`src/verilog/rename_defs.svh`:
```
`ifndef RENAME_DEFS_SVH
`define RENAME_DEFS_SVH

// Slots handled per decode group
`define PIPE_WIDTH  2
// Architectural integer registers
`define ARCH_REGS   32
// Reorder buffer depth, one tag per entry
`define ROB_ENTRIES 16
// Data path width
`define XLEN        32
// Register index width, log2 of ARCH_REGS
`define REG_W       5
// Tag width, log2 of ROB_ENTRIES
`define TAG_W       4

`endif

```
`src/verilog/rename_pkg.sv`:
```
`include "rename_defs.svh"

package rename_pkg;

    // Operand word, a plain value or a producer tag
    // The owning source's renamed flag picks the view
    typedef union packed {
        logic [`XLEN-1:0] value;
        struct packed {
            logic [`XLEN-`TAG_W-1:0] pad;
            logic [`TAG_W-1:0]       tag;
        } tag_view;
    } operand_u;

    // One register source of an instruction
    typedef struct packed {
        logic [`REG_W-1:0] reg_idx;
        logic              renamed;
        operand_u          operand;
    } source_t;

    typedef struct packed {
        logic              valid;
        logic [`XLEN-1:0]  pc;
        logic [`REG_W-1:0] rd;
        logic              has_rd;
        source_t           src_a;
        source_t           src_b;
        logic [`TAG_W-1:0] dest_tag;
    } instruction_t;

    // Retiring entry, seen by the register file and the bypass
    typedef struct packed {
        logic              we;
        logic [`REG_W-1:0] rd;
        logic [`TAG_W-1:0] tag;
        logic [`XLEN-1:0]  data;
    } commit_port_t;

    // New speculative mapping rd -> tag
    typedef struct packed {
        logic              we;
        logic [`REG_W-1:0] rd;
        logic [`TAG_W-1:0] tag;
    } map_write_t;

    // Bypass view of one reorder buffer entry
    typedef struct packed {
        logic             valid;
        logic             ready;
        logic [`XLEN-1:0] result;
    } rob_view_t;

endpackage

```
`src/verilog/rename_ifs.sv`:
```
`timescale 1ns/10ps
`include "rename_defs.svh"

// ---------------------------------------------------------------------
// Map reads and map writes between rename and the register file
// ---------------------------------------------------------------------
interface rat_if;
    logic [`REG_W-1:0]      rd_idx_a [`PIPE_WIDTH];
    logic [`REG_W-1:0]      rd_idx_b [`PIPE_WIDTH];
    rename_pkg::source_t    rd_src_a [`PIPE_WIDTH];
    rename_pkg::source_t    rd_src_b [`PIPE_WIDTH];
    rename_pkg::map_write_t map_wr   [`PIPE_WIDTH];

    modport ren  (output rd_idx_a, rd_idx_b, map_wr, input rd_src_a, rd_src_b);
    modport regs (input rd_idx_a, rd_idx_b, map_wr, output rd_src_a, rd_src_b);
endinterface


```
`src/verilog/prf.sv`:
```
`timescale 1ns/10ps
`include "rename_defs.svh"

module prf (
    input  logic                     clk,
    input  logic                     rst_n,
    input  logic                     flush,
    rat_if.regs                      rat,
    input  rename_pkg::commit_port_t commit [`PIPE_WIDTH]
);

    // Committed values, renamed flags and producer tags
    logic [`XLEN-1:0]      value_q [`ARCH_REGS];
    logic [`ARCH_REGS-1:0] renamed_q;
    logic [`TAG_W-1:0]     tag_q   [`ARCH_REGS];

    // ---------------------------------------------------------------------
    // Read ports, tag view while renamed, value otherwise
    // ---------------------------------------------------------------------
    always_comb begin
        for (int s = 0; s < `PIPE_WIDTH; s++) begin
            rat.rd_src_a[s] = '0;
            rat.rd_src_a[s].reg_idx = rat.rd_idx_a[s];
            rat.rd_src_a[s].renamed = renamed_q[rat.rd_idx_a[s]];
            if (renamed_q[rat.rd_idx_a[s]])
                rat.rd_src_a[s].operand.tag_view.tag = tag_q[rat.rd_idx_a[s]];
            else
                rat.rd_src_a[s].operand.value = value_q[rat.rd_idx_a[s]];

            rat.rd_src_b[s] = '0;
            rat.rd_src_b[s].reg_idx = rat.rd_idx_b[s];
            rat.rd_src_b[s].renamed = renamed_q[rat.rd_idx_b[s]];
            if (renamed_q[rat.rd_idx_b[s]])
                rat.rd_src_b[s].operand.tag_view.tag = tag_q[rat.rd_idx_b[s]];
            else
                rat.rd_src_b[s].operand.value = value_q[rat.rd_idx_b[s]];
        end
    end

    // ---------------------------------------------------------------------
    // Commit writes first, then map writes, so a newer mapping survives
    // ---------------------------------------------------------------------
    always_ff @(posedge clk or negedge rst_n) begin
        if (!rst_n) begin
            renamed_q <= '0;
            for (int r = 0; r < `ARCH_REGS; r++)
                value_q[r] <= '0;
        end else begin
            for (int c = 0; c < `PIPE_WIDTH; c++) begin
                // x0 stays zero
                if (commit[c].we && commit[c].rd != '0) begin
                    value_q[commit[c].rd] <= commit[c].data;
                    // Only drop the mapping if it still points at this producer
                    if (tag_q[commit[c].rd] == commit[c].tag)
                        renamed_q[commit[c].rd] <= 1'b0;
                end
            end
            if (flush) begin
                renamed_q <= '0;
            end else begin
                // Slot 1 last, younger write to the same rd wins
                for (int s = 0; s < `PIPE_WIDTH; s++)
                    if (rat.map_wr[s].we)
                        renamed_q[rat.map_wr[s].rd] <= 1'b1;
            end
        end
    end

    always_ff @(posedge clk) begin
        for (int s = 0; s < `PIPE_WIDTH; s++)
            if (rat.map_wr[s].we && !flush)
                tag_q[rat.map_wr[s].rd] <= rat.map_wr[s].tag;
    end

    // Rename must never map x0
    for (genvar s = 0; s < `PIPE_WIDTH; s++) begin : g_chk
        a_no_x0_map: assert property (@(posedge clk) disable iff (!rst_n)
            rat.map_wr[s].we |-> (rat.map_wr[s].rd != '0))
            else $error("map write to x0 on slot %0d", s);
    end

endmodule

```
`src/flat_wrapper.sv`:
```
// flat-port wrapper written by rule: the top's interface ports become plain ports
module prf_flat 
  (clk, rst_n, flush, commit, rat_rd_idx_a, rat_rd_idx_b, rat_map_wr, rat_rd_src_a, rat_rd_src_b);
  rat_if rat_i ();
  input  logic clk;
  input  logic rst_n;
  input  logic flush;
  input  rename_pkg::commit_port_t commit[`PIPE_WIDTH];
  input wire logic [$bits(rat_i.rd_idx_a)-1:0] rat_rd_idx_a;
  input wire logic [$bits(rat_i.rd_idx_b)-1:0] rat_rd_idx_b;
  input wire logic [$bits(rat_i.map_wr)-1:0] rat_map_wr;
  output wire logic [$bits(rat_i.rd_src_a)-1:0] rat_rd_src_a;
  output wire logic [$bits(rat_i.rd_src_b)-1:0] rat_rd_src_b;
  assign rat_i.rd_idx_a = {>>{rat_rd_idx_a}};
  assign rat_i.rd_idx_b = {>>{rat_rd_idx_b}};
  assign rat_i.map_wr = {>>{rat_map_wr}};
  assign rat_rd_src_a = {>>{rat_i.rd_src_a}};
  assign rat_rd_src_b = {>>{rat_i.rd_src_b}};
  prf u_core (.clk(clk), .rst_n(rst_n), .flush(flush), .rat(rat_i), .commit(commit));
endmodule
```
`config.mk`:
```
export PLATFORM = sky130hd
export DESIGN_NAME = prf_flat
export DESIGN_NICKNAME = d
export VERILOG_FILES = /design/src/verilog/rename_pkg.sv /design/src/verilog/rename_ifs.sv /design/src/verilog/prf.sv /design/src/flat_wrapper.sv
export VERILOG_INCLUDE_DIRS = /design/src /design/src/verilog
export SDC_FILE = /design/constraint.sdc
export NUM_CORES = 2
export LEC_CHECK = 0
export BUFFER_PORTS_ARGS = -buffer_cell sky130_fd_sc_hd__buf_2
export CAP_MARGIN = 20
export CORE_MARGIN = 2
export CORE_UTILIZATION = 58
export DETAILED_ROUTE_END_ITERATION = 12
export PLACE_DENSITY_LB_ADDON = 0.1
export SLEW_MARGIN = 20
export SYNTH_ARGS = -nofsm -noshare
export SYNTH_HDL_FRONTEND = slang
export SYNTH_SLANG_ARGS = --single-unit
```
`constraint.sdc`:
```
create_clock -name clk -period 2.6 [get_ports clk]
set_input_delay 0.13 -clock clk [delete_from_list [all_inputs] [get_ports clk]]
set_output_delay 0.13 -clock clk [all_outputs]
set_load 0.005 [all_outputs]
```
==> summary.md <==
| Metric | Value |
|---|---|
| Multiplexer share of the synthesized area | `49.1%` |
| First DRT Iteration DRCs | `13400` |
| Die area | `165000 µm²` |
| Clk_lat worst skew | `0.82 ns` |
| Fin worst setup slack | `-0.924 ns` |
| DR WL/cell | `39.4 µm` |
| Synth Net Count | `7852` |
| Max-Cap Viols | `0` |
| Largest family of logic cells by synthesized area | `multiplexers` |
| Mapped Area | `93900 µm²` |
| Clock Pin Slew Worst Setup and Hold Paths | `0.06 ns` |
| Synth Area in Simple Gates | `6.96%` |
| Crit path DAT | `3.39 ns` |
| Cell row count | `147` |
| Worst setup EP type | `output port` |
| DP Area | `104000 µm²` |
| XOR/XNOR share of the synthesized area | `0%` |
| Post-Synth Adder-Cell Area | `0%` |
| Power Dens Cells | `669 nW/µm²` |
| Setup CP Type | `register to output port` |
| Via-to-Cell Ratio | `7.76` |
| Clk buf depth | `3` |
| Maximum VDD drop | `0.000694 V` |
| Synth unique cells | `51` |
| Die X | `406 µm` |
| Failing checks | `setup timing` |
| Layout cell share with drive strength beyond 1 | `39.9%` |
| Final worst path period need | `3.52 ns` |
| Core area | `161000 µm²` |
| RSZ-0062 raised after global routing | `true` |
| Syn Area/Cell | `12.1 µm²` |
| Worst-path maximum fanout | `4` |
| First-pass iteration count of the detailed router | `8` |
| Routed WL | `409000 µm` |
| Final Net Count | `8234` |
| Vias in the first global route | `79000` |
| Cell area after layout | `112000 µm²` |
| Final setup viols | `163` |
| First-pass GRT wire length | `581000 µm` |
| Gr usage total | `50.1%` |
| Hpwl dp | `263000 µm` |
| Dominant synthesized flop cell | `dfrtp_1` |
| Asr flop ratio synth | `89.2%` |
| Worst-path cell chain | `buf_6 > buf_6 > mux4_2 > mux4_2 > a211oi_4 > a21oi_2 > buf_2` |
| Post-synthesis sequential area ratio | `32.2%` |
| Initial antenna violation count | `21` |
| Crit path launch type | `register` |
| CP required | `2.47 ns` |
| Compound-Gate Fraction of Synth Area | `7.25%` |
| Number of flops mapped to enable cells by yosys | `128` |
| Layout area overhead | `19.3%` |
| Hold Crit Class | `primary input to register` |
| Crit-path leading delay family | `multiplexers` |
| R2r worst-path depth | `11` |
| Worst slew pin tran | `0.910 ns` |
| F_max | `284 MHz` |
| Number of antenna-violating nets in the routed design | `0` |
| Slew margin rel. | `39.3%` |
| Num CTS Buffers | `142` |
| Port bufs | `278` |
| Largest net degree at the start of global routing | `96` |
| H-Tree Depth | `4` |
| Final Hold Viols | `0` |
| Ports | `279` |
| CP Depth | `7` |
| Synth warn | `0` |
| Post-Syn Instances | `7725` |
| #FFs+latches synth | `1184` |
| Delay of the slowest critical-path stage | `0.62 ns` |
| Clk sink count | `1184` |
| Congestion Overflow GR | `0` |
| Fin crit share | `136%` |
| Hold path cells | `3` |
| Buf+Inv Stages, Crit Path | `3` |
| Placer congestion estimate | `1.03` |
| # DRC | `0` |
| Max-slew violation count | `0` |
| Status | `finished, violations left` |
| Die H | `406 µm` |
| P_leak | `0.0455 µW` |
| Critical-path top delay cell | `mux4_2` |
| Initial Util | `58.5%` |
| Clock root cell | `clkbuf_16` |
| Worst clock skew | `0.0304 ns` |
| Final Power | `74900 µW` |
| CTS tree | `done` |
| Final hold slack | `0.0555 ns` |
| Vias | `80600` |
worst min-delay path: stages:
cell and delay, ns:
buf_2 0.16, or3b_2 0.24, o21ai_1 0.13
cell type report:
cell class | count | area [µm²]
multi-input cells | 5533 | 61200
fillers | 11400 | 48600
flip-flops and latches | 1184 | 30300
repair buffers | 1245 | 13000
clock buffers | 194 | 4060
well taps | 2160 | 2700
clock inverters | 60 | 737
diodes | 10 | 25.0
inverters | 1 | 3.75
placed cells by master (no fill, tap or decap), types with 27 or more instances in the layout:
cell type / count
dlygate4sd3_1: 100
nand4_1: 30
mux4_2: 1480
buf_6: 76
a32oi_1: 56
mux2_2: 128
edfxtp_1: 128
a31oi_1: 57
nor2_4: 127
mux2i_1: 1111
buf_4: 541
buf_12: 263
clkbuf_16: 148
o21ai_0: 606
buf_2: 237
nand2_1: 762
nor2_1: 426
o22ai_1: 76
a41o_1: 31
a21oi_1: 332
clkbuf_1: 27
dfrtp_1: 1047
cell families after synthesis:
| group | Yosys count |
|---|---|
| simple gates | 1565 |
| buf+inv | 1009 |
| flops | 1184 |
| mux | 2734 |
| compound gates | 1233 |
stage by stage:
stage	setup WS [ns]	setup TNS [ns]	std cells	utilization [%]
2_1_floorplan	0.00748	0	7725	-
3_3_place_gp	-0.392	-19.34	9955	64.5
3_5_place_dp	-0.412	-22.33	9955	64.5
4_1_cts	-0.794	-102.08	10400	69.4
5_1_grt	-0.910	-108.86	10400	69.7
6_report	-0.924	-106.42	10400	69.7
path summary, 6_finish.rpt:
kind / from / end / slack, ns
min in group asynchronous: rst_n / u_core.value_q[484]$_DFF_PN0_ / 0.17
hold reg to reg: u_core.value_q[1010]$_DFF_PN0_ / u_core.value_q[1010]$_DFF_PN0_ / 0.44
setup / recovery: u_core.tag_q[11][0]$_DFFE_PP_ / rat_rd_src_b[38] / -0.92
max in group asynchronous: rst_n / u_core.value_q[369]$_DFF_PN0_ / 1.76
setup reg to reg: u_core.tag_q[10][0]$_DFFE_PP_ / u_core.renamed_q[25]$_DFF_PN0_ / -0.44
hold / removal: rat_map_wr[17] / u_core.tag_q[9][2]$_DFFE_PP_ / 0.06
cells in the mapped netlist, types with 11 or more instances:
cell | count | share of area (%)
a211oi_1 | 16 | 0.13
a21oi_1 | 348 | 1.9
a31oi_1 | 57 | 0.38
a32oi_1 | 56 | 0.52
a41o_1 | 31 | 0.33
buf_1 | 96 | 0.38
buf_2 | 167 | 0.89
buf_4 | 30 | 0.24
buf_6 | 11 | 0.13
clkbuf_1 | 702 | 2.8
dfrtp_1 | 1056 | 28
edfxtp_1 | 128 | 4.1
mux2_2 | 132 | 1.6
mux2i_1 | 1122 | 12
mux4_2 | 1480 | 36
nand2_1 | 790 | 3.2
nand3_1 | 44 | 0.23
nand4_1 | 30 | 0.20
nor2_1 | 561 | 2.2
nor2b_1 | 27 | 0.18
o21ai_0 | 608 | 3.2
o21ai_1 | 20 | 0.11
o22ai_1 | 80 | 0.53
or3_1 | 11 | 0.073
or4_1 | 16 | 0.13
metal layers:
metal	track usage, %	part of all wire [%]	vias to the layer above
li1	-	-	31000
met1	63.0	33	40300
met2	70.0	42	7376
met3	21.0	16	1877
met4	34.9	8.6	24
met5	1.31	0.080	-
registers in the layout (all words and copies together), names as in the netlist:
signal            flops
u_core.value_q     1024
u_core.renamed_q     32
u_core.tag_q        128
where the power goes:
part           internal (µW)  switching [µW]
clock                  12400            8810
combinational          14900           10600
sequential             22800            5450
total                  50100           24800
what timing repair did:
| action | in CTS | in global routing |
|---|---|---|
| hold buffers | 101 | 0 |
| gates cloned | 15 | 1 |
| setup endpoints to repair | 163 | 163 |
| resized for setup | 307 | 153 |
| buffers inserted | 66 | 9 |
| pin swaps | 132 | 102 |
| endpoints found under the hold margin | 2030 | 0 |
(Power assumes the default switching activity.)
