File: src/verilog/rename_defs.svh
`ifndef RENAME_DEFS_SVH
`define RENAME_DEFS_SVH

// Slots handled per decode group
`define PIPE_WIDTH  2
// Architectural integer registers
`define ARCH_REGS   32
// Reorder buffer depth, one tag per entry
`define ROB_ENTRIES 16
// Data path width
`define XLEN        32
// Register index width, log2 of ARCH_REGS
`define REG_W       5
// Tag width, log2 of ROB_ENTRIES
`define TAG_W       4

`endif

File: src/verilog/rename_pkg.sv
`include "rename_defs.svh"

package rename_pkg;

    // Operand word, a plain value or a producer tag
    // The owning source's renamed flag picks the view
    typedef union packed {
        logic [`XLEN-1:0] value;
        struct packed {
            logic [`XLEN-`TAG_W-1:0] pad;
            logic [`TAG_W-1:0]       tag;
        } tag_view;
    } operand_u;

    // One register source of an instruction
    typedef struct packed {
        logic [`REG_W-1:0] reg_idx;
        logic              renamed;
        operand_u          operand;
    } source_t;

    typedef struct packed {
        logic              valid;
        logic [`XLEN-1:0]  pc;
        logic [`REG_W-1:0] rd;
        logic              has_rd;
        source_t           src_a;
        source_t           src_b;
        logic [`TAG_W-1:0] dest_tag;
    } instruction_t;

    // Retiring entry, seen by the register file and the bypass
    typedef struct packed {
        logic              we;
        logic [`REG_W-1:0] rd;
        logic [`TAG_W-1:0] tag;
        logic [`XLEN-1:0]  data;
    } commit_port_t;

    // New speculative mapping rd -> tag
    typedef struct packed {
        logic              we;
        logic [`REG_W-1:0] rd;
        logic [`TAG_W-1:0] tag;
    } map_write_t;

    // Bypass view of one reorder buffer entry
    typedef struct packed {
        logic             valid;
        logic             ready;
        logic [`XLEN-1:0] result;
    } rob_view_t;

endpackage

File: src/verilog/rename_ifs.sv
`timescale 1ns/10ps
`include "rename_defs.svh"

// ---------------------------------------------------------------------
// Map reads and map writes between rename and the register file
// ---------------------------------------------------------------------
interface rat_if;
    logic [`REG_W-1:0]      rd_idx_a [`PIPE_WIDTH];
    logic [`REG_W-1:0]      rd_idx_b [`PIPE_WIDTH];
    rename_pkg::source_t    rd_src_a [`PIPE_WIDTH];
    rename_pkg::source_t    rd_src_b [`PIPE_WIDTH];
    rename_pkg::map_write_t map_wr   [`PIPE_WIDTH];

    modport ren  (output rd_idx_a, rd_idx_b, map_wr, input rd_src_a, rd_src_b);
    modport regs (input rd_idx_a, rd_idx_b, map_wr, output rd_src_a, rd_src_b);
endinterface

// ---------------------------------------------------------------------
// Tag allocation and bypass view between rename and the reorder buffer
// ---------------------------------------------------------------------
interface rob_if (
    input logic clk,
    input logic rst_n
);
    // Registered room flags, independent of any request
    logic                  free_one;
    logic                  free_two;
    logic [`TAG_W-1:0]     alloc_tag  [`PIPE_WIDTH];
    logic [`PIPE_WIDTH-1:0] alloc_take;
    // Destination kept per entry for commit, zero when none
    logic [`REG_W-1:0]     alloc_rd   [`PIPE_WIDTH];
    rename_pkg::rob_view_t view       [`ROB_ENTRIES];

    modport ren (input clk, rst_n, free_one, free_two, alloc_tag, view,
                 output alloc_take, alloc_rd);
    modport rob (input alloc_take, alloc_rd,
                 output free_one, free_two, alloc_tag, view);
endinterface

File: src/verilog/rob.sv
`timescale 1ns/10ps
`include "rename_defs.svh"

module rob (
    input  logic                     clk,
    input  logic                     rst_n,
    input  logic                     flush,
    rob_if.rob                       alloc,
    input  logic                     wb_valid,
    input  logic [`TAG_W-1:0]        wb_tag,
    input  logic [`XLEN-1:0]         wb_data,
    output rename_pkg::commit_port_t commit [`PIPE_WIDTH]
);

    logic [`TAG_W-1:0]       head_q;
    logic [`TAG_W-1:0]       tail_q;
    // One extra bit, count reaches ROB_ENTRIES when full
    logic [`TAG_W:0]         count_q;
    logic [`TAG_W:0]         count_d;
    logic [`ROB_ENTRIES-1:0] valid_q;
    logic [`ROB_ENTRIES-1:0] ready_q;
    logic [`REG_W-1:0]       rd_q     [`ROB_ENTRIES];
    logic [`XLEN-1:0]        result_q [`ROB_ENTRIES];
    logic                    free_one_q;
    logic                    free_two_q;
    logic [1:0]              n_alloc;
    logic [1:0]              n_commit;

    // ---------------------------------------------------------------------
    // Allocation, tail first, slot 1 skips past a taken slot 0
    // ---------------------------------------------------------------------
    assign alloc.alloc_tag[0] = tail_q;
    assign alloc.alloc_tag[1] = tail_q + {{(`TAG_W-1){1'b0}}, alloc.alloc_take[0]};
    assign alloc.free_one     = free_one_q;
    assign alloc.free_two     = free_two_q;

    // Entry state as seen by the rename bypass
    always_comb begin
        for (int e = 0; e < `ROB_ENTRIES; e++) begin
            alloc.view[e].valid  = valid_q[e];
            alloc.view[e].ready  = ready_q[e];
            alloc.view[e].result = result_q[e];
        end
    end

    // In-order commit, slot 1 only behind a committing slot 0
    always_comb begin
        logic ok;
        ok = 1'b1;
        for (int c = 0; c < `PIPE_WIDTH; c++) begin
            commit[c].tag  = head_q + c[`TAG_W-1:0];
            ok             = ok && valid_q[commit[c].tag] && ready_q[commit[c].tag];
            commit[c].we   = ok;
            commit[c].rd   = rd_q[commit[c].tag];
            commit[c].data = result_q[commit[c].tag];
        end
    end

    always_comb begin
        n_alloc  = '0;
        n_commit = '0;
        for (int s = 0; s < `PIPE_WIDTH; s++) begin
            n_alloc  = n_alloc + {1'b0, alloc.alloc_take[s]};
            n_commit = n_commit + {1'b0, commit[s].we};
        end
        if (flush)
            count_d = '0;
        else
            count_d = count_q + {{(`TAG_W-1){1'b0}}, n_alloc}
                              - {{(`TAG_W-1){1'b0}}, n_commit};
    end

    // ---------------------------------------------------------------------
    // Pointers, flags and per-entry control
    // ---------------------------------------------------------------------
    always_ff @(posedge clk or negedge rst_n) begin
        if (!rst_n) begin
            head_q     <= '0;
            tail_q     <= '0;
            count_q    <= '0;
            valid_q    <= '0;
            ready_q    <= '0;
            free_one_q <= 1'b1;
            free_two_q <= 1'b1;
        end else begin
            count_q    <= count_d;
            free_one_q <= (count_d <= `ROB_ENTRIES - 1);
            free_two_q <= (count_d <= `ROB_ENTRIES - 2);
            if (flush) begin
                head_q  <= '0;
                tail_q  <= '0;
                valid_q <= '0;
            end else begin
                head_q <= head_q + {{(`TAG_W-2){1'b0}}, n_commit};
                tail_q <= tail_q + {{(`TAG_W-2){1'b0}}, n_alloc};
                for (int c = 0; c < `PIPE_WIDTH; c++)
                    if (commit[c].we)
                        valid_q[commit[c].tag] <= 1'b0;
                for (int s = 0; s < `PIPE_WIDTH; s++) begin
                    if (alloc.alloc_take[s]) begin
                        valid_q[alloc.alloc_tag[s]] <= 1'b1;
                        ready_q[alloc.alloc_tag[s]] <= 1'b0;
                    end
                end
                // Result shows in the view from the next cycle
                if (wb_valid)
                    ready_q[wb_tag] <= 1'b1;
            end
        end
    end

    always_ff @(posedge clk) begin
        for (int s = 0; s < `PIPE_WIDTH; s++)
            if (alloc.alloc_take[s])
                rd_q[alloc.alloc_tag[s]] <= alloc.alloc_rd[s];
        if (wb_valid)
            result_q[wb_tag] <= wb_data;
    end

    // Rename only takes what the registered flags offered
    a_take_one: assert property (@(posedge clk) disable iff (!rst_n)
        (|alloc.alloc_take) |-> alloc.free_one)
        else $error("allocation with no free entry");
    a_take_two: assert property (@(posedge clk) disable iff (!rst_n)
        (&alloc.alloc_take) |-> alloc.free_two)
        else $error("double allocation with one free entry");
    // Writeback from outside must hit a live, pending entry
    a_wb_live: assert property (@(posedge clk) disable iff (!rst_n)
        wb_valid |-> (valid_q[wb_tag] && !ready_q[wb_tag]))
        else $error("writeback to tag %0d not pending", wb_tag);

endmodule

File: src/verilog/rename.sv
`timescale 1ns/10ps
`include "rename_defs.svh"

module rename (
    rat_if.ren                       rat,
    rob_if.ren                       rob,
    input  rename_pkg::commit_port_t commit [`PIPE_WIDTH],
    input  rename_pkg::instruction_t dec    [`PIPE_WIDTH],
    input  logic                     disp_ready,
    output logic                     rename_ready,
    output rename_pkg::instruction_t ren    [`PIPE_WIDTH]
);

    rename_pkg::instruction_t built [`PIPE_WIDTH];
    rename_pkg::instruction_t fwd   [`PIPE_WIDTH];
    rename_pkg::instruction_t cmp   [`PIPE_WIDTH];
    logic [1:0]               n_valid;
    logic                     room;
    logic                     fire;

    // ---------------------------------------------------------------------
    // Source fix-ups
    // ---------------------------------------------------------------------

    // Slot 0 writes a register slot 1 reads, take slot 0's tag
    function automatic rename_pkg::source_t fwd_src(
        input rename_pkg::source_t      src,
        input rename_pkg::instruction_t prod
    );
        rename_pkg::source_t res;
        res = src;
        if (prod.valid && prod.has_rd && prod.rd != '0 && src.reg_idx == prod.rd) begin
            res.renamed                = 1'b1;
            res.operand.tag_view.pad   = '0;
            res.operand.tag_view.tag   = prod.dest_tag;
        end
        return res;
    endfunction

    // Producer done but not retired, read its result out of the ROB
    function automatic rename_pkg::source_t rob_bypass(
        input rename_pkg::source_t   src,
        input rename_pkg::rob_view_t view [`ROB_ENTRIES]
    );
        rename_pkg::source_t   res;
        rename_pkg::rob_view_t ent;
        res = src;
        ent = view[src.operand.tag_view.tag];
        if (src.renamed && ent.valid && ent.ready) begin
            res.renamed       = 1'b0;
            res.operand.value = ent.result;
        end
        return res;
    endfunction

    // Producer retiring this cycle
    function automatic rename_pkg::source_t commit_bypass(
        input rename_pkg::source_t      src,
        input rename_pkg::commit_port_t ports [`PIPE_WIDTH]
    );
        rename_pkg::source_t res;
        res = src;
        for (int c = 0; c < `PIPE_WIDTH; c++) begin
            if (src.renamed && ports[c].we && ports[c].tag == src.operand.tag_view.tag) begin
                res.renamed       = 1'b0;
                res.operand.value = ports[c].data;
            end
        end
        return res;
    endfunction

    // ---------------------------------------------------------------------
    // Handshake
    // ---------------------------------------------------------------------
    always_comb begin
        n_valid = '0;
        for (int s = 0; s < `PIPE_WIDTH; s++)
            n_valid = n_valid + {1'b0, dec[s].valid};
    end

    // Room for the valid slot count, an empty group always fits
    assign room         = (n_valid == 2'd2) ? rob.free_two : (n_valid == 2'd0 || rob.free_one);
    assign rename_ready = disp_ready && room;
    assign fire         = rename_ready && (n_valid != 2'd0);

    // Map reads, tag takes and map writes per slot
    always_comb begin
        for (int s = 0; s < `PIPE_WIDTH; s++) begin
            rat.rd_idx_a[s]      = dec[s].src_a.reg_idx;
            rat.rd_idx_b[s]      = dec[s].src_b.reg_idx;
            rob.alloc_take[s]    = dec[s].valid && fire;
            rob.alloc_rd[s]      = dec[s].has_rd ? dec[s].rd : '0;
            rat.map_wr[s].we     = dec[s].valid && fire && dec[s].has_rd && dec[s].rd != '0;
            rat.map_wr[s].rd     = dec[s].rd;
            rat.map_wr[s].tag    = rob.alloc_tag[s];
        end
    end

    // ---------------------------------------------------------------------
    // Rename datapath
    // ---------------------------------------------------------------------
    always_comb begin
        // Map read results plus the new tag
        for (int s = 0; s < `PIPE_WIDTH; s++) begin
            built[s]          = dec[s];
            built[s].valid    = dec[s].valid && fire;
            built[s].src_a    = rat.rd_src_a[s];
            built[s].src_b    = rat.rd_src_b[s];
            built[s].dest_tag = rob.alloc_tag[s];
        end

        // Intra-group dependency, x0 skipped inside fwd_src
        fwd          = built;
        fwd[1].src_a = fwd_src(built[1].src_a, built[0]);
        fwd[1].src_b = fwd_src(built[1].src_b, built[0]);

        // Lone slot 1 moves down to slot 0
        if (!fwd[0].valid && fwd[1].valid) begin
            cmp[0] = fwd[1];
            cmp[1] = '0;
        end else begin
            cmp = fwd;
        end

        // ROB bypass, then commit bypass
        for (int s = 0; s < `PIPE_WIDTH; s++) begin
            ren[s]       = cmp[s];
            ren[s].src_a = commit_bypass(rob_bypass(cmp[s].src_a, rob.view), commit);
            ren[s].src_b = commit_bypass(rob_bypass(cmp[s].src_b, rob.view), commit);
        end
    end

    a_compact: assert property (@(posedge rob.clk) disable iff (!rob.rst_n)
        ren[1].valid |-> ren[0].valid)
        else $error("slot 1 valid without slot 0");

endmodule

File: src/flat_wrapper.sv
// flat-port wrapper written by rule: the top's interface ports become plain ports
module rename_flat 
  (commit, dec, disp_ready, rename_ready, ren, rat_rd_idx_a, rat_rd_idx_b, rat_map_wr, rat_rd_src_a, rat_rd_src_b, clk, rst_n, rob_free_one, rob_free_two, rob_alloc_tag, rob_view, rob_alloc_take, rob_alloc_rd);
  rat_if rat_i ();
  rob_if rob_i (.clk(clk), .rst_n(rst_n));
  input  rename_pkg::commit_port_t commit[`PIPE_WIDTH];
  input  rename_pkg::instruction_t dec[`PIPE_WIDTH];
  input  logic disp_ready;
  output logic rename_ready;
  output rename_pkg::instruction_t ren[`PIPE_WIDTH];
  output wire logic [$bits(rat_i.rd_idx_a)-1:0] rat_rd_idx_a;
  output wire logic [$bits(rat_i.rd_idx_b)-1:0] rat_rd_idx_b;
  output wire logic [$bits(rat_i.map_wr)-1:0] rat_map_wr;
  input wire logic [$bits(rat_i.rd_src_a)-1:0] rat_rd_src_a;
  input wire logic [$bits(rat_i.rd_src_b)-1:0] rat_rd_src_b;
  input wire logic clk;
  input wire logic rst_n;
  input wire logic [$bits(rob_i.free_one)-1:0] rob_free_one;
  input wire logic [$bits(rob_i.free_two)-1:0] rob_free_two;
  input wire logic [$bits(rob_i.alloc_tag)-1:0] rob_alloc_tag;
  input wire logic [$bits(rob_i.view)-1:0] rob_view;
  output wire logic [$bits(rob_i.alloc_take)-1:0] rob_alloc_take;
  output wire logic [$bits(rob_i.alloc_rd)-1:0] rob_alloc_rd;
  assign rat_rd_idx_a = {>>{rat_i.rd_idx_a}};
  assign rat_rd_idx_b = {>>{rat_i.rd_idx_b}};
  assign rat_map_wr = {>>{rat_i.map_wr}};
  assign rat_i.rd_src_a = {>>{rat_rd_src_a}};
  assign rat_i.rd_src_b = {>>{rat_rd_src_b}};
  assign rob_i.free_one = rob_free_one;
  assign rob_i.free_two = rob_free_two;
  assign rob_i.alloc_tag = {>>{rob_alloc_tag}};
  assign rob_i.view = {>>{rob_view}};
  assign rob_alloc_take = rob_i.alloc_take;
  assign rob_alloc_rd = {>>{rob_i.alloc_rd}};
  rename u_core (.rat(rat_i), .rob(rob_i), .commit(commit), .dec(dec), .disp_ready(disp_ready), .rename_ready(rename_ready), .ren(ren));
endmodule
File: config.mk
export PLATFORM = sky130hd
export DESIGN_NAME = rename_flat
export DESIGN_NICKNAME = d
export VERILOG_FILES = /design/src/verilog/rename_pkg.sv /design/src/verilog/rename_ifs.sv /design/src/verilog/rob.sv /design/src/verilog/rename.sv /design/src/flat_wrapper.sv
export VERILOG_INCLUDE_DIRS = /design/src /design/src/verilog
export SDC_FILE = /design/constraint.sdc
export NUM_CORES = 2
export LEC_CHECK = 0
export BUFFER_PORTS_ARGS = -buffer_cell sky130_fd_sc_hd__buf_2
export CORE_AREA = 2 2 516 518
export DETAILED_ROUTE_END_ITERATION = 16
export DIE_AREA = 0 0 518 520
export PLACE_DENSITY = 0.3
export SLEW_MARGIN = 20
export SYNTH_ARGS = -nofsm -noshare
export SYNTH_HDL_FRONTEND = slang
export SYNTH_SLANG_ARGS = --single-unit
File: constraint.sdc
create_clock -name vclk -period 24.4
set_input_delay 7.32 -clock vclk [all_inputs]
set_output_delay 7.32 -clock vclk [all_outputs]
set_load 0.03 [all_outputs]
==> results.txt <==
mux share of post-synthesis cell area: 0.187
FMAX: 0.0483 GHz
highest-delay cell along the critical path: o21ai_1
register area share after synthesis: 0
Fin Setup TNS: 0 ns
Post-Synth Adder-Cell Area: 0
Finished Cell Area: 36800 µm²
clock buffer count in the final layout: 0
Reg power frac: 0
initial antenna violation count: 302
Routed Antenna Nets: 0
Layout area overhead: 35.6%
Worst-Margin Slew: 1.44 ns
dpl cell area: 36400 µm²
vias in the first global route: 39800
Hold Vio Cnt, Final: 0
Slew Limit Fails: 0
Synth Area in Simple Gates: 0.356
Post-Syn Area per Cell: 5.69 µm²
vias per cell: 4.71
Mapped Nets: 5809
P_sw: 0.784 mW
sw frac: 0.712
run status: complete, no violations
xor and xnor fraction of the mapped netlist area: 0.0126
Pre-antenna DRT Iters: 6
Die X: 518 µm
Final setup viols: 0
final WL: 293000 µm
largest net degree at the start of global routing: 130
Critical Path RT: 17.08 ns
Yosys warning count: 0
dominant cell type by area after synthesis: nand2_1
Synth Area in Compound Gates: 0.353
grt ovf: 0
power density over the cells: 29.9 nW/µm²
first-pass GRT wire length: 382000 µm
synth top area cells: nand2_1 (20%), mux2i_1 (16%), a21oi_1 (6.2%)
DR DRC count: 0
max-cap violations: 0
Setup Buffers After CTS: 0
pre-CTS setup slack: 3.65 ns
Storage cell area: 0 µm²
Slew Limit Headroom: 0.0397
die area: 269000 µm²
CP Data Arrival Time: 13.39 ns
gr usage total: 0.204
commonest non-fill, non-tap cell in the layout: nand2_1
Clk pwr share: 0
slowest stage delay, CP: 1.01 ns
RSZ-0062 raised after global routing: false
total core area: 264000 µm²
via count: 43300
row count: 189
Static Leak: 15.8 nW
Syn Std Cell Area: 27200 µm²
DP HPWL: 229000 µm
hold_buf cts: 0
Max VDD drop: 15.7 µV
largest family of logic cells by synthesized area: simple AND/OR/NAND/NOR gates
fillers: 31200
post-cts sizing count: 0
final period utilization: 0.849
worst setup margin: 3.69 ns
critical path peak fanout: 42
Routed WL per cell: 31.9 µm
DRT iter0 DRCs: 4553
num ports: 1322
Layout Nets: 6517
Synth Instances: 4778
Synth top area share: 0.203
port bufs: 1130
layout cell share with drive strength beyond 1: 0.251
gpl congestion: 0.930
hold crit path type: in -> out
Yosys cell types: 88
startpoint types: primary input
Period minus WS final: 20.71 ns
Final Power: 1.10 mW
Cell Chain, Critical Path: buf_2 -> nor3_1 -> nand2_1 -> nand3_4 -> inv_4 -> nand2_2 -> o21ai_1 -> o21ai_0 -> nand4_1 -> a31oi_1 -> a311oi_4 -> xnor2_2 -> buf_4 -> buf_4 -> nor3_1 -> o31ai_2 -> buf_2
Worst Setup End Kind: output pin
Initial Util: 0.103
DIE HEIGHT: 520 µm
Comb power frac: 1.000
commonest non-fill, non-tap cells in the layout: nand2_1 (1467), buf_2 (1130), mux2i_1 (440)
Internal: 0.318 mW
Setup CP Type: in -> out
count of flip-flops and latches: 0
-- per-layer routing --
metal / share of wire / up-vias / global-route usage
met1: 0.45 / 21100 / 0.284
met4: 0.054 / 130 / 0.105
li1: - / 19000 / -
met2: 0.41 / 2523 / 0.291
met5: 0.0026 / - / 0
met3: 0.083 / 545 / 0.0444
-- worst max-delay path: cells and delay by family --
family                 cells  cell delay (ns)
AND/OR/NAND/NOR            6             1.24
XOR/XNOR                   1             0.20
AO/OA/AOI/OAI              5             2.68
buffers and inverters      5             1.89
-- logic make-up after synthesis --
kind of cell / count (synthesis)
xor+xnor: 39
mux: 489
simple gates: 2210
buf+inv: 591
compound gates: 1449
-- power by group through the flow --
stage | logic (mW) | clock network, mW | registers [mW]
global route | 1.16 | 0.000000683 | 0
finish | 1.10 | 0.000000220 | 0
CTS | 1.10 | 0 | 0
floorplan | 0.556 | 0 | 0
detailed placement | 1.10 | 0 | 0
global placement | 1.09 | 0 | 0
-- per-stage QoR --
stage / hold slack (ns) / instances / util
after floorplan: 14.77 / 4778 / -
after global placement: 14.64 / 9015 / 0.138
after detailed placement: 14.64 / 9017 / 0.138
after CTS: 14.64 / 9017 / 0.138
after global routing: 14.64 / 9140 / 0.139
final: 14.64 / 9194 / 0.140
-- final timing paths --
kind	depth (start not counted)	startpoint	to	slack (ns)
setup / recovery	17	dec[200]	ren[35]	3.69
hold / removal	0	dec[195]	rat_rd_idx_a[6]	14.64
-- layout make-up --
type               count  area, µm²  share of cell area
inverters             46        175             0.00475
diodes               177        443              0.0120
repair buffers      1251       6700               0.182
well taps           3533       4420               0.120
multi-input cells   4187      25100               0.681
-- synth_stat cells, drive strengths merged (38+ instances only) --
cell / number
nor3: 54
a31oi: 141
mux2: 38
o22ai: 208
a311oi: 163
o21ai: 186
nand3: 214
clkbuf: 393
and3: 85
nor2: 117
a21oi: 339
and2: 195
buf: 152
o211ai: 67
mux2i: 448
a211oi: 189
inv: 45
nand2: 1474
(Power assumes the default switching activity.)
